$ cat config.mk
export PLATFORM = sky130hd
export DESIGN_NAME = cart_top
export DESIGN_NICKNAME = d
export VERILOG_FILES = /design/src/source/sys_pkg.sv /design/src/source/cheat_pkg.sv /design/src/source/download_if.sv /design/src/source/clock_enables.sv /design/src/source/cart_writer.sv /design/src/source/cart_mapper.sv /design/src/source/cheat_loader.sv /design/src/source/cart_top.sv
export SDC_FILE = /design/constraint.sdc
export NUM_CORES = 1
export LEC_CHECK = 0
export BUFFER_PORTS_ARGS = -buffer_cell sky130_fd_sc_hd__buf_2
export CAP_MARGIN = 5
export CORE_MARGIN = 5
export CORE_UTILIZATION = 52
export CTS_CLUSTER_SIZE = 30
export DETAILED_ROUTE_END_ITERATION = 12
export GPL_TIMING_DRIVEN = 0
export PLACE_DENSITY_LB_ADDON = 0.1
export SYNTH_ARGS = -nofsm -noshare
export SYNTH_HDL_FRONTEND = slang
export SYNTH_SLANG_ARGS = --single-unit
$ cat constraint.sdc
create_clock -name clk_sys -period 4.25 [get_ports clk_sys]
set_clock_uncertainty 0.05 [all_clocks]
set_input_delay 0 -clock clk_sys [delete_from_list [all_inputs] [get_ports clk_sys]]
set_output_delay 0 -clock clk_sys [all_outputs]
set_load 0.01 [all_outputs]
$ cat src/source/sys_pkg.sv
package sys_pkg;

	// ==========================================================================
	// Download port and memory widths
	// ==========================================================================
	localparam int dl_addr_w     = 25;   // Host byte address
	localparam int dl_index_w    = 8;
	localparam int dl_data_w     = 8;
	localparam int rom_addr_w    = 22;   // ROM memory address
	localparam int rom_wr_addr_w = 24;   // ROM write counter

	localparam logic [dl_index_w-1:0] code_index = {dl_index_w{1'b1}}; // Cheat download
	localparam logic [4:0] handheld_index = 5'd2;  // Low index bits of a handheld image

	// Optional copier header in front of the cartridge image
	localparam int header_bytes = 512;

	// ==========================================================================
	// Clock enable divider
	// ==========================================================================
	localparam int ce_period = 30;
	localparam int ce_cnt_w  = $clog2(ce_period);

	// Counts after which the enable fires
	localparam logic [1:0][ce_cnt_w-1:0] ce_cpu_phases = {ce_cnt_w'(24), ce_cnt_w'(9)};
	localparam logic [2:0][ce_cnt_w-1:0] ce_pix_phases =
		{ce_cnt_w'(29), ce_cnt_w'(19), ce_cnt_w'(9)};
	localparam int ce_vdp_step = 5;  // VDP fires on the last count of every step

endpackage

$ cat src/source/cheat_pkg.sv
package cheat_pkg;

	localparam int code_bytes = 16;
	localparam int code_off_w = $clog2(code_bytes);

	// Field view with flags on top
	typedef struct packed {
		logic [31:0] flags;
		logic [31:0] address;
		logic [31:0] compare;
		logic [31:0] replace;
	} cheat_fields_t;

	// Byte view indexed by download offset as bytes[off[3:2]][off[1:0]].
	// Outer index 0 is the flags word, inner index 0 its lowest byte
	typedef logic [0:code_bytes/4-1][3:0][7:0] cheat_bytes_t;

	// One 128-bit code word loaded by bytes and read by fields
	typedef union packed {
		cheat_fields_t field;
		cheat_bytes_t  bytes;
	} cheat_code_t;

	// Bytes 0-3 flags, 4-7 address, 8-11 compare, 12-15 replace
	// Each field takes its four bytes least significant first

endpackage

$ cat src/source/download_if.sv
interface download_if import sys_pkg::*; ();

	logic                  active;   // Download in progress
	logic [dl_index_w-1:0] index;    // Kind of download
	logic                  wr;       // One-cycle byte strobe
	logic [dl_addr_w-1:0]  addr;
	logic [dl_data_w-1:0]  data;
	logic                  wr_wait;  // Holds off the host

	// Host side drives the byte stream
	modport host (
		output active, index, wr, addr, data,
		input  wr_wait
	);

	// Loaders listen and the cartridge writer answers with wr_wait
	modport loader (
		input  active, index, wr, addr, data,
		output wr_wait
	);

endinterface

$ cat src/source/clock_enables.sv
module clock_enables import sys_pkg::*; (
	input  logic clk_sys,
	input  logic rst_n,
	output logic ce_cpu,
	output logic ce_vdp,
	output logic ce_pix,
	output logic ce_sp
);

	logic [ce_cnt_w-1:0] cnt;
	logic                cpu_hit;
	logic                pix_hit;
	logic                vdp_hit;

	// Phase decode of the current count
	always_comb begin
		cpu_hit = 1'b0;
		pix_hit = 1'b0;
		for (int i = 0; i < $size(ce_cpu_phases); i++) begin
			if (cnt == ce_cpu_phases[i]) cpu_hit = 1'b1;
		end
		for (int i = 0; i < $size(ce_pix_phases); i++) begin
			if (cnt == ce_pix_phases[i]) pix_hit = 1'b1;
		end
		vdp_hit = (int'(cnt) % ce_vdp_step) == ce_vdp_step - 1;  // 4, 9, 14 ...
	end

	// ==========================================================================
	// Divide-by-30 counter and registered enables
	// ==========================================================================
	always_ff @(posedge clk_sys) begin
		if (!rst_n) begin
			cnt    <= '0;
			ce_cpu <= 1'b0;
			ce_vdp <= 1'b0;
			ce_pix <= 1'b0;
			ce_sp  <= 1'b0;
		end else begin
			if (cnt == ce_cnt_w'(ce_period - 1)) cnt <= '0;
			else cnt <= cnt + 1'b1;

			ce_cpu <= cpu_hit;   // Twice per period
			ce_vdp <= vdp_hit;   // Six times
			ce_pix <= pix_hit;   // Three times
			ce_sp  <= cnt[0];    // Every other cycle
		end
	end

endmodule

$ cat src/source/cart_writer.sv
module cart_writer import sys_pkg::*; (
	input  logic                     clk_sys,
	input  logic                     rst_n,
	download_if.loader               dl,
	output logic                     rom_wr_req,
	input  logic                     rom_wr_ack,
	output logic [rom_wr_addr_w-1:0] rom_wr_addr
);

	logic cart_dl;     // Cartridge download in progress
	logic cart_dl_q;
	logic cart_start;
	logic cart_wr;
	logic wr_done;

	assign cart_dl    = dl.active && (dl.index != code_index);
	assign cart_start = cart_dl && !cart_dl_q;
	assign cart_wr    = dl.wr && cart_dl;

	// Memory has caught up with the last toggle
	assign wr_done = dl.wr_wait && (rom_wr_req == rom_wr_ack);

	// ==========================================================================
	// Toggle request and host hold-off
	// ==========================================================================
	always_ff @(posedge clk_sys) begin
		if (!rst_n) begin
			cart_dl_q  <= 1'b0;
			rom_wr_req <= 1'b0;
			dl.wr_wait <= 1'b0;
		end else begin
			cart_dl_q <= cart_dl;

			if (cart_wr) begin
				rom_wr_req <= ~rom_wr_req;  // New write pending
				dl.wr_wait <= 1'b1;
			end else if (wr_done) begin
				dl.wr_wait <= 1'b0;         // Host may send the next byte
			end
		end
	end

	// Write address restarts with every new cartridge download
	always_ff @(posedge clk_sys) begin
		if (cart_start) begin
			rom_wr_addr <= '0;
		end else if (wr_done) begin
			rom_wr_addr <= rom_wr_addr + 1'b1;
		end
	end

	// Memory takes rom_wr_addr and dl.data with each toggle, so the
	// address only moves once the write has been answered

endmodule

$ cat src/source/cart_mapper.sv
module cart_mapper import sys_pkg::*; (
	input  logic                  clk_sys,
	input  logic                  rst_n,
	download_if.loader            dl,
	input  logic [rom_addr_w-1:0] rom_rd_addr,
	output logic [rom_addr_w-1:0] rom_mem_addr,
	output logic                  game_gear
);

	logic                  cart_dl;
	logic                  cart_dl_q;
	logic                  cart_wr;
	logic [rom_addr_w-1:0] wr_addr;
	logic [dl_addr_w-1:0]  next_addr;    // Length so far after this byte
	logic                  len_bit9;
	logic                  has_header;
	logic [rom_addr_w-1:0] mask_plain;
	logic [rom_addr_w-1:0] mask_hdr;

	assign cart_dl   = dl.active && (dl.index != code_index);
	assign cart_wr   = dl.wr && cart_dl;
	assign wr_addr   = dl.addr[rom_addr_w-1:0];
	assign next_addr = dl.addr + 1'b1;

	// ==========================================================================
	// Mask learning from the streamed addresses
	// ==========================================================================
	always_ff @(posedge clk_sys) begin
		if (cart_wr) begin
			if (dl.addr == '0) mask_plain <= '0;  // Restart on a new image
			else mask_plain <= mask_plain | wr_addr;

			if (dl.addr == dl_addr_w'(header_bytes)) mask_hdr <= '0;
			else mask_hdr <= mask_hdr | (wr_addr - rom_addr_w'(header_bytes));

			len_bit9 <= next_addr[9];
		end
	end

	// Handheld flag per byte, header flag at the end of the download
	always_ff @(posedge clk_sys) begin
		if (!rst_n) begin
			cart_dl_q  <= 1'b0;
			game_gear  <= 1'b0;
			has_header <= 1'b0;
		end else begin
			cart_dl_q <= cart_dl;
			if (cart_wr) game_gear <= dl.index[4:0] == handheld_index;
			if (cart_dl_q && !cart_dl) has_header <= len_bit9;  // Odd 512 block
		end
	end

	// CPU address to memory address
	always_comb begin
		if (has_header) begin
			rom_mem_addr = (rom_rd_addr + rom_addr_w'(header_bytes)) & mask_hdr;
		end else begin
			rom_mem_addr = rom_rd_addr & mask_plain;
		end
	end

endmodule

$ cat src/source/cheat_loader.sv
module cheat_loader import sys_pkg::*, cheat_pkg::*; (
	input  logic       clk_sys,
	input  logic       rst_n,
	download_if.loader dl,
	output cheat_code_t code,
	output logic       code_valid
);

	logic                  code_dl;   // Cheat download in progress
	logic                  code_wr;
	logic [code_off_w-1:0] off;       // Byte offset within the code
	logic                  last_byte;

	assign code_dl   = dl.active && (dl.index == code_index);
	assign code_wr   = dl.wr && code_dl;
	assign off       = dl.addr[code_off_w-1:0];
	assign last_byte = off == code_off_w'(code_bytes - 1);

	// ==========================================================================
	// Byte assembly
	// ==========================================================================
	// Upper offset bits pick the field, lower ones the byte inside it
	always_ff @(posedge clk_sys) begin
		if (code_wr) begin
			code.bytes[off[code_off_w-1:2]][off[1:0]] <= dl.data;
		end
	end

	// One pulse once the replace word is complete
	always_ff @(posedge clk_sys) begin
		if (!rst_n) begin
			code_valid <= 1'b0;
		end else begin
			code_valid <= code_wr && last_byte;
		end
	end

	// Fields keep their value until the next cheat download
	// overwrites them, so consumers may sample code at any time
	// after the pulse through code.field

endmodule

$ cat src/source/cart_top.sv
module cart_top import sys_pkg::*, cheat_pkg::*; (
	input  logic                     clk_sys,
	input  logic                     rst_n,

	// Host download port
	input  logic                     dl_active,
	input  logic [dl_index_w-1:0]    dl_index,
	input  logic                     dl_wr,
	input  logic [dl_addr_w-1:0]     dl_addr,
	input  logic [dl_data_w-1:0]     dl_data,
	output logic                     dl_wait,

	// ROM memory write side
	output logic                     rom_wr_req,
	input  logic                     rom_wr_ack,
	output logic [rom_wr_addr_w-1:0] rom_wr_addr,

	// ROM memory read side
	input  logic [rom_addr_w-1:0]    rom_rd_addr,
	output logic [rom_addr_w-1:0]    rom_mem_addr,
	output logic                     game_gear,

	output cheat_code_t              code,
	output logic                     code_valid,

	output logic                     ce_cpu,
	output logic                     ce_vdp,
	output logic                     ce_pix,
	output logic                     ce_sp
);

	download_if dl ();

	// Host side of the interface
	assign dl.active = dl_active;
	assign dl.index  = dl_index;
	assign dl.wr     = dl_wr;
	assign dl.addr   = dl_addr;
	assign dl.data   = dl_data;
	assign dl_wait   = dl.wr_wait;

	// ==========================================================================
	// Blocks
	// ==========================================================================
	clock_enables i_clock_enables (
		.clk_sys (clk_sys),
		.rst_n   (rst_n),
		.ce_cpu  (ce_cpu),
		.ce_vdp  (ce_vdp),
		.ce_pix  (ce_pix),
		.ce_sp   (ce_sp)
	);

	cart_writer i_cart_writer (
		.clk_sys     (clk_sys),
		.rst_n       (rst_n),
		.dl          (dl.loader),
		.rom_wr_req  (rom_wr_req),
		.rom_wr_ack  (rom_wr_ack),
		.rom_wr_addr (rom_wr_addr)
	);

	cart_mapper i_cart_mapper (
		.clk_sys      (clk_sys),
		.rst_n        (rst_n),
		.dl           (dl.loader),
		.rom_rd_addr  (rom_rd_addr),
		.rom_mem_addr (rom_mem_addr),
		.game_gear    (game_gear)
	);

	cheat_loader i_cheat_loader (
		.clk_sys    (clk_sys),
		.rst_n      (rst_n),
		.dl         (dl.loader),
		.code       (code),
		.code_valid (code_valid)
	);

endmodule

# --- Word level (Yosys, flattened, before mapping) ---
# Cells that the tools add are included.
word_totals:
  regBits: 212
  latchBits: 0
  mem_bits_rw: 0
  romBits: 0
  input_bits: 68
  elab_cells: 71
  mem_count: 0
classes:
  addsub: 5
  mul: 0
  div_mod_pow: 1
  n_lt_le_gt_ge: 4
  eq_ne: 11
  n_shift: 0
  muxes: 12
  bitwise: 7
  n_reduce_logical: 15
ops:
  columns: ["op", "n"]
  rows:
  - ["$bwmux 128", 1]
  - ["$demux 32 s2", 1]
  - ["$and 22x22->22", 2]
  - ["$or 22x22->22", 2]
  - ["$eq 32x4->1 const B", 1]
  - ["$mod 6x4->32 const B", 1]
  - ["$mux 32", 1]
  - ["$eq 25x10->1 const B", 1]
  - ["$logic_not 25->1", 1]
  - ["$add 24x1->24 const B", 1]
  - ["$add 22x10->22 const B", 1]
  - ["$mux 22", 1]
  - ["$sub 22x10->22 const B", 1]
  - ["$demux 8 s2", 1]
  - ["$eq 5x5->1 const B", 3]
  - ["$add 10x1->10 const B", 1]
  - ["$logic_and 1x1->1", 10]
  - ["$eq 8x8->1 const B", 1]
  - ["$mux 8", 1]
  - ["$ne 8x8->1 const B", 1]
  - ["$mux 1", 6]
  - ["$add 5x1->5 const B", 1]
  - ["$eq 5x2->1 const B", 1]
  - ["$eq 5x4->1 const B", 1]
  - ["11 further kinds", 13]

# --- Depth between registers and ports, before layout ---
# Gate-level depths: netlist (run 1).
logic_depth:
  word_depth: 7
  depth_mapped: 18
  mapped_depth_nobuf: 16

# --- Least setup slack after synthesis (run 1) ---
# Ideal clock, no wire load.
synth_timing:
  path_type: "reg2reg"
  start: "register i_clock_enables.cnt[3]"
  end: "register i_clock_enables.ce_vdp"
  setup_time_ns: 0.091
  t_arrival_ns: 3.469
  path_slack_ns: 0.640
  path_stages_with_launch: 19
  path_buffers: 2
  cell_sequence: "dfxtp_1 -> buf_6 -> clkbuf_1 -> nor2b_1 -> nand2_1 -> a21boi_0 -> ha_1 -> nand2b_1 -> a221oi_2 -> nand3_2 -> xnor2_1 -> inv_1 -> ha_1 -> inv_1 -> a41o_1 -> a21oi_1 -> o31a_1 -> or4_1 -> a311oi_1"
synth_via:
  elab_chain_cells: 2
synth_lines:
  columns: ["item", "line_no", "text"]
  rows:
  - ["start: declaration", "clock_enables.sv:10", "logic [ce_cnt_w-1:0] cnt;"]
  - ["start signal: assignment", "clock_enables.sv:40", "else cnt <= cnt + 1'b1;"]
  - ["$mod 6x4->32", "clock_enables.sv:25", "vdp_hit = (int'(cnt) % ce_vdp_step) == ce_vdp_step - 1;"]
  - ["$eq 32x4->1", "clock_enables.sv:25", null]
  - ["end signal: assignment", "clock_enables.sv:43", "ce_vdp <= vdp_hit;"]
  - ["end: declaration", "clock_enables.sv:5", "output logic ce_vdp,"]
# No other way between the ends.
# A chain may end at the register's enable or synchronous reset.

# --- Worst setup path after layout (run 1) ---
# Same ends and word-level chain as after synthesis.

==> flow_metrics.tcl, run 1 <==
set metrics [dict create \
    crit_buf_inv 4 \
    synth_most_common_cell "edfxtp_1" \
    p_total_mw 4.459 \
    hpwl_um 16050 \
    syn_nets 766 \
    gp_congestion 0.9206 \
    crit_required_ns 4.58 \
    grt_pass1_vias 6307 \
    synth-seq-cells 212 \
    fmax_mhz 253.4 \
    syn-cell-area_um2 8605 \
    drive_gt1_share_pct 29.05 \
    cts_made_buffers 22 \
    ys_async_sr_fraction_pct 0 \
    p_leak_nw 4.387 \
    cp_top_family "compound AO/OA/AOI/OAI gates" \
    clk_pin_slew_ns 0.06 \
    place.port_buffers 247 \
    post_cts_buffers 0 \
    grt-ovfl-total 0 \
    synth_area_leaders "edfxtp_1 60%, dfxtp_1 9.1%, nor2_1 6.2%" \
    slew_viol_final 0 \
    fillers 1196 \
    grt_antenna_before_repair 1 \
    clock_latency_ns 0.48 \
    avgSynthCellArea_um2 12.54 \
    placementRows 47 \
    die_y_um 138.6 \
    yosysSeqAreaShare_pct 69.45 \
    start_kind "register" \
    whs_ns 0.02880 \
    num-nets-final 1076 \
    worstMarginPinSlew_ns 1.122 \
    postLayoutSetupSlackWorst_ns 0.3044 \
    routed_wl_um 22220 \
    final-setup-viol-count 0 \
    die_w_um 138.6 \
    multi_input_area_um2 2511 \
    grt_use_total_pct 22.12 \
    ys.flop_type "edfxtp_1" \
    maxCapViolations 0 \
    start_util_pct 52.44 \
    syn_inst 686 \
    stdcell_count 1232 \
    drtPass1Iterations 5 \
    cp.arrival_ns 4.27 \
    yosys.area.top_type_share_pct 60.38 \
    cts_max_level 1 \
    via_count 6450 \
    cts_tree "built" \
    ios 250 \
    cp_cell_sequence "buf_6, clkbuf_2, nor2b_1, nand2_1, a21boi_0, ha_2, nand2b_1, a221oi_4, nand3_4, xnor2_2, inv_1, ha_1, inv_1, a41o_1, a21oi_1, o31a_1, or4_1, a311oi_1" \
    crit_path_top_delay_cell "a221oi_4" \
    criticalPathCategory "reg2reg" \
    seqCellArea_um2 5976 \
    coreArea_um2 16410 \
    synth.distinct_cells 50 \
    synth_warnings 0 \
    cp-end-kind "register" \
    fin_crit_ns 3.946 \
    route.detailed.drc 0 \
    critPathMaxStageDelay_ns 0.39 \
    hold_path.class "in2reg" \
    dieArea_um2 19220 \
    grt_pass1_wl_um 34780 \
    final_hold_viol_count 0 \
    worstPathMaxFanout 10 \
    yosys.area.top_type "edfxtp_1" \
    wire_per_inst_um 18.04 \
    grt_max_degree 36 \
    fin_crit_sh_pct 92.84 \
    n_antenna_cell 0 \
    worstHoldStart "dl_addr[24]" \
    power.density_nw_per_um2 395.0 \
    post-place-ws_ns 0.05685 \
    ys_top_cells_by_count "173 x edfxtp_1, 143 x nor2_1, 46 x nand2_1, 39 x dfxtp_1, 33 x nand3_1" \
    startpoint "i_clock_enables.cnt[3]" \
    cts_buffer_depth 3 \
    utilization_pct 68.81 \
    r2r-start "i_clock_enables.cnt[3]" \
    synth-edff-count 173 \
    max_slew_margin_pct 24.62 \
    crit_top_cell "inv_1" \
    irDropWorstVdd_v 0.0002347 \
    vias_per_cell 5.235 \
    postRouteAntennaNets 0 \
    drtIter0Drc 465 \
    cts.sink_count 212 \
    status "finished clean" \
    areaGrowthSynthToFinish_pct 31.21 \
    dpl.cell_count 1154 \
    cts_root_buf "clkbuf_16" \
]
==> cells in the final DEF, fill, tap and decap left out, types with 4 or more instances in the layout <==
cell type      count
clkbuf_16         24
clkinv_1           4
mux2i_1           10
inv_1             17
edfxtp_1         173
clkinv_2           4
nor4_1             4
clkbuf_8           5
nor3_1            17
a21oi_1           13
dlygate4sd3_1     37
nor2_1           143
buf_2            248
dfxtp_1           39
and4_1             5
nand2_1           46
nand2b_1           6
nor2b_1           15
xnor2_1           21
nand4_1           13
ha_1              11
clkbuf_1          17
nand3_1           33
and3_1             6
xor2_1            28
o21ai_0           22
==> flip-flops by register name (all words and copies together) (netlist names) <==
| register | count |
|---|---|
| i_cheat_loader.code_valid | 1 |
| i_cart_writer.rom_wr_req | 1 |
| i_cheat_loader.code | 128 |
| i_clock_enables.ce_pix | 1 |
| i_clock_enables.ce_sp | 1 |
| i_clock_enables.ce_cpu | 1 |
| i_cart_mapper.cart_dl_q | 1 |
| i_cart_mapper.mask_hdr | 22 |
| i_cart_mapper.len_bit9 | 1 |
| i_cart_mapper.game_gear | 1 |
| i_clock_enables.cnt | 5 |
| i_clock_enables.ce_vdp | 1 |
| i_cart_writer.dl.wr_wait | 1 |
| i_cart_mapper.has_header | 1 |
| i_cart_writer.rom_wr_addr | 24 |
| i_cart_mapper.mask_plain | 22 |
==> worst paths after layout <==
check             depth (start not counted)                       endpoint  slack, ns
setup / recovery                         18         i_clock_enables.ce_vdp       0.30
hold reg to reg                           2  i_cart_writer.rom_wr_addr[13]       0.46
setup reg to reg                         18         i_clock_enables.ce_vdp       0.30
hold / removal                            5     i_cart_mapper.mask_hdr[10]       0.03
==> metal layers <==
layer | up-vias | routed length, um | global-route usage (%)
met5 | - | 11 | 0
met4 | 2 | 262 | 3.913
met3 | 20 | 1666 | 4.586
met2 | 280 | 10850 | 38.23
met1 | 3074 | 9432 | 29.56
li1 | 3074 | - | -
==> tightest hold or removal path, cell delays in order <==
cell and delay (ns):
buf_2 0.08, nor3_1 0.05, nand4_1 0.12, nor2_1 0.09, a21oi_1 0.11
==> metrics by stage <==
stage	TNS, ns	instance area [um^2]
detailed placement	0	10140
global route	-0.01132	11290
finish	0	11290
CTS	0	11250
floorplan	0	8605
global placement	0	10120
==> repair_timing <==
action                     CTS  global route
hold endpoints to repair   182             0
hold buffers                37             0
setup endpoints to repair    0             1
resized for setup            0             8
==> layout make-up <==
cell class / count / share of cell area, %
Clock buffer: 31 / 5.996
Buffer: 18 / 0.6871
Tap cell: 220 / 2.438
Timing Repair Buffer: 286 / 14.45
Multi-Input combinational cell: 437 / 22.24
Clock inverter: 9 / 0.6206
Sequential cell: 212 / 52.93
Inverter: 19 / 0.6317
==> cells by family (layout without fill, tap and decap cells) <==
| family | after synthesis | after routing | share of synthesized area (%) |
|---|---|---|---|
| simple gates | 306 | 306 | 16.53 |
| flops | 212 | 212 | 69.45 |
| compound gates | 59 | 59 | 4.319 |
| xor+xnor | 50 | 50 | 5.089 |
| buf+inv | 37 | 363 | 1.701 |
| fa+ha+maj | 12 | 12 | 1.745 |
| mux | 10 | 10 | 1.163 |
==> power by group <==
part           internal, mW  switching (mW)  leakage [nW]  total, mW
clock network          1.17           0.752         0.373       1.92
registers              2.26          0.0161          1.85       2.28
logic                 0.106           0.151          2.17      0.257
Power figures use the tool's default switching activity.
==> inputs of run 2 (changes only) <==
- CORE_MARGIN: 5 -> unset
- CORE_UTILIZATION: 52 -> unset
- PLACE_DENSITY_LB_ADDON: 0.1 -> unset
- REMOVE_ABC_BUFFERS: unset -> 1
- SYNTH_HIERARCHICAL: unset -> 1
==> flow_metrics.tcl, run 2 <==
set metrics [dict create \
    status "stopped before the end" \
    synth_area_leaders "edfxtp_1 56%, dfxtp_1 8.6%, nor2_1 4.0%" \
    ys_async_sr_fraction_pct 0 \
    yosysSeqAreaShare_pct 64.66 \
    synth.distinct_cells 72 \
    synth-seq-cells 213 \
    synth_stat.cells 735 \
    synth-edff-count 173 \
    haltStage "synthesis" \
    yosys.area.top_type_share_pct 56.02 \
    synth_warnings 0 \
    yosys.stat.chipArea_um2 9273 \
    ys.flop_type "edfxtp_1" \
    yosys.area.top_type "edfxtp_1" \
    error "ERROR: Found 1 problems in 'check -assert'." \
    ys_top_cells_by_count "173 x edfxtp_1, 99 x nor2_1, 48 x nand2_1, 40 x dfxtp_1, 29 x a21oi_1" \
    synth_most_common_cell "edfxtp_1" \
]
## run 2: cell count changes after synthesis, moves of 8 or more
| cell | before | now |
|---|---|---|
| nor2_1 | 143 | 99 |
| nor4_1 | 4 | 26 |
| a21oi_1 | 13 | 29 |
| nand3_1 | 33 | 24 |
| xnor2_1 | 22 | 13 |
| clkbuf_1 | 17 | 9 |
| inv_1 | 18 | 26 |
| nor3_1 | 17 | 9 |
| xor2_1 | 28 | 20 |
## run 2: kinds of logic after synthesis
family,Yosys count,synth area share (%)
buf+inv,56,3.238
fa+ha+maj,12,1.619
flops,213,64.66
compound gates,89,6.382
mux,18,1.997
simple gates,311,18.61
xor+xnor,34,3.414
other cells,2,0.08099
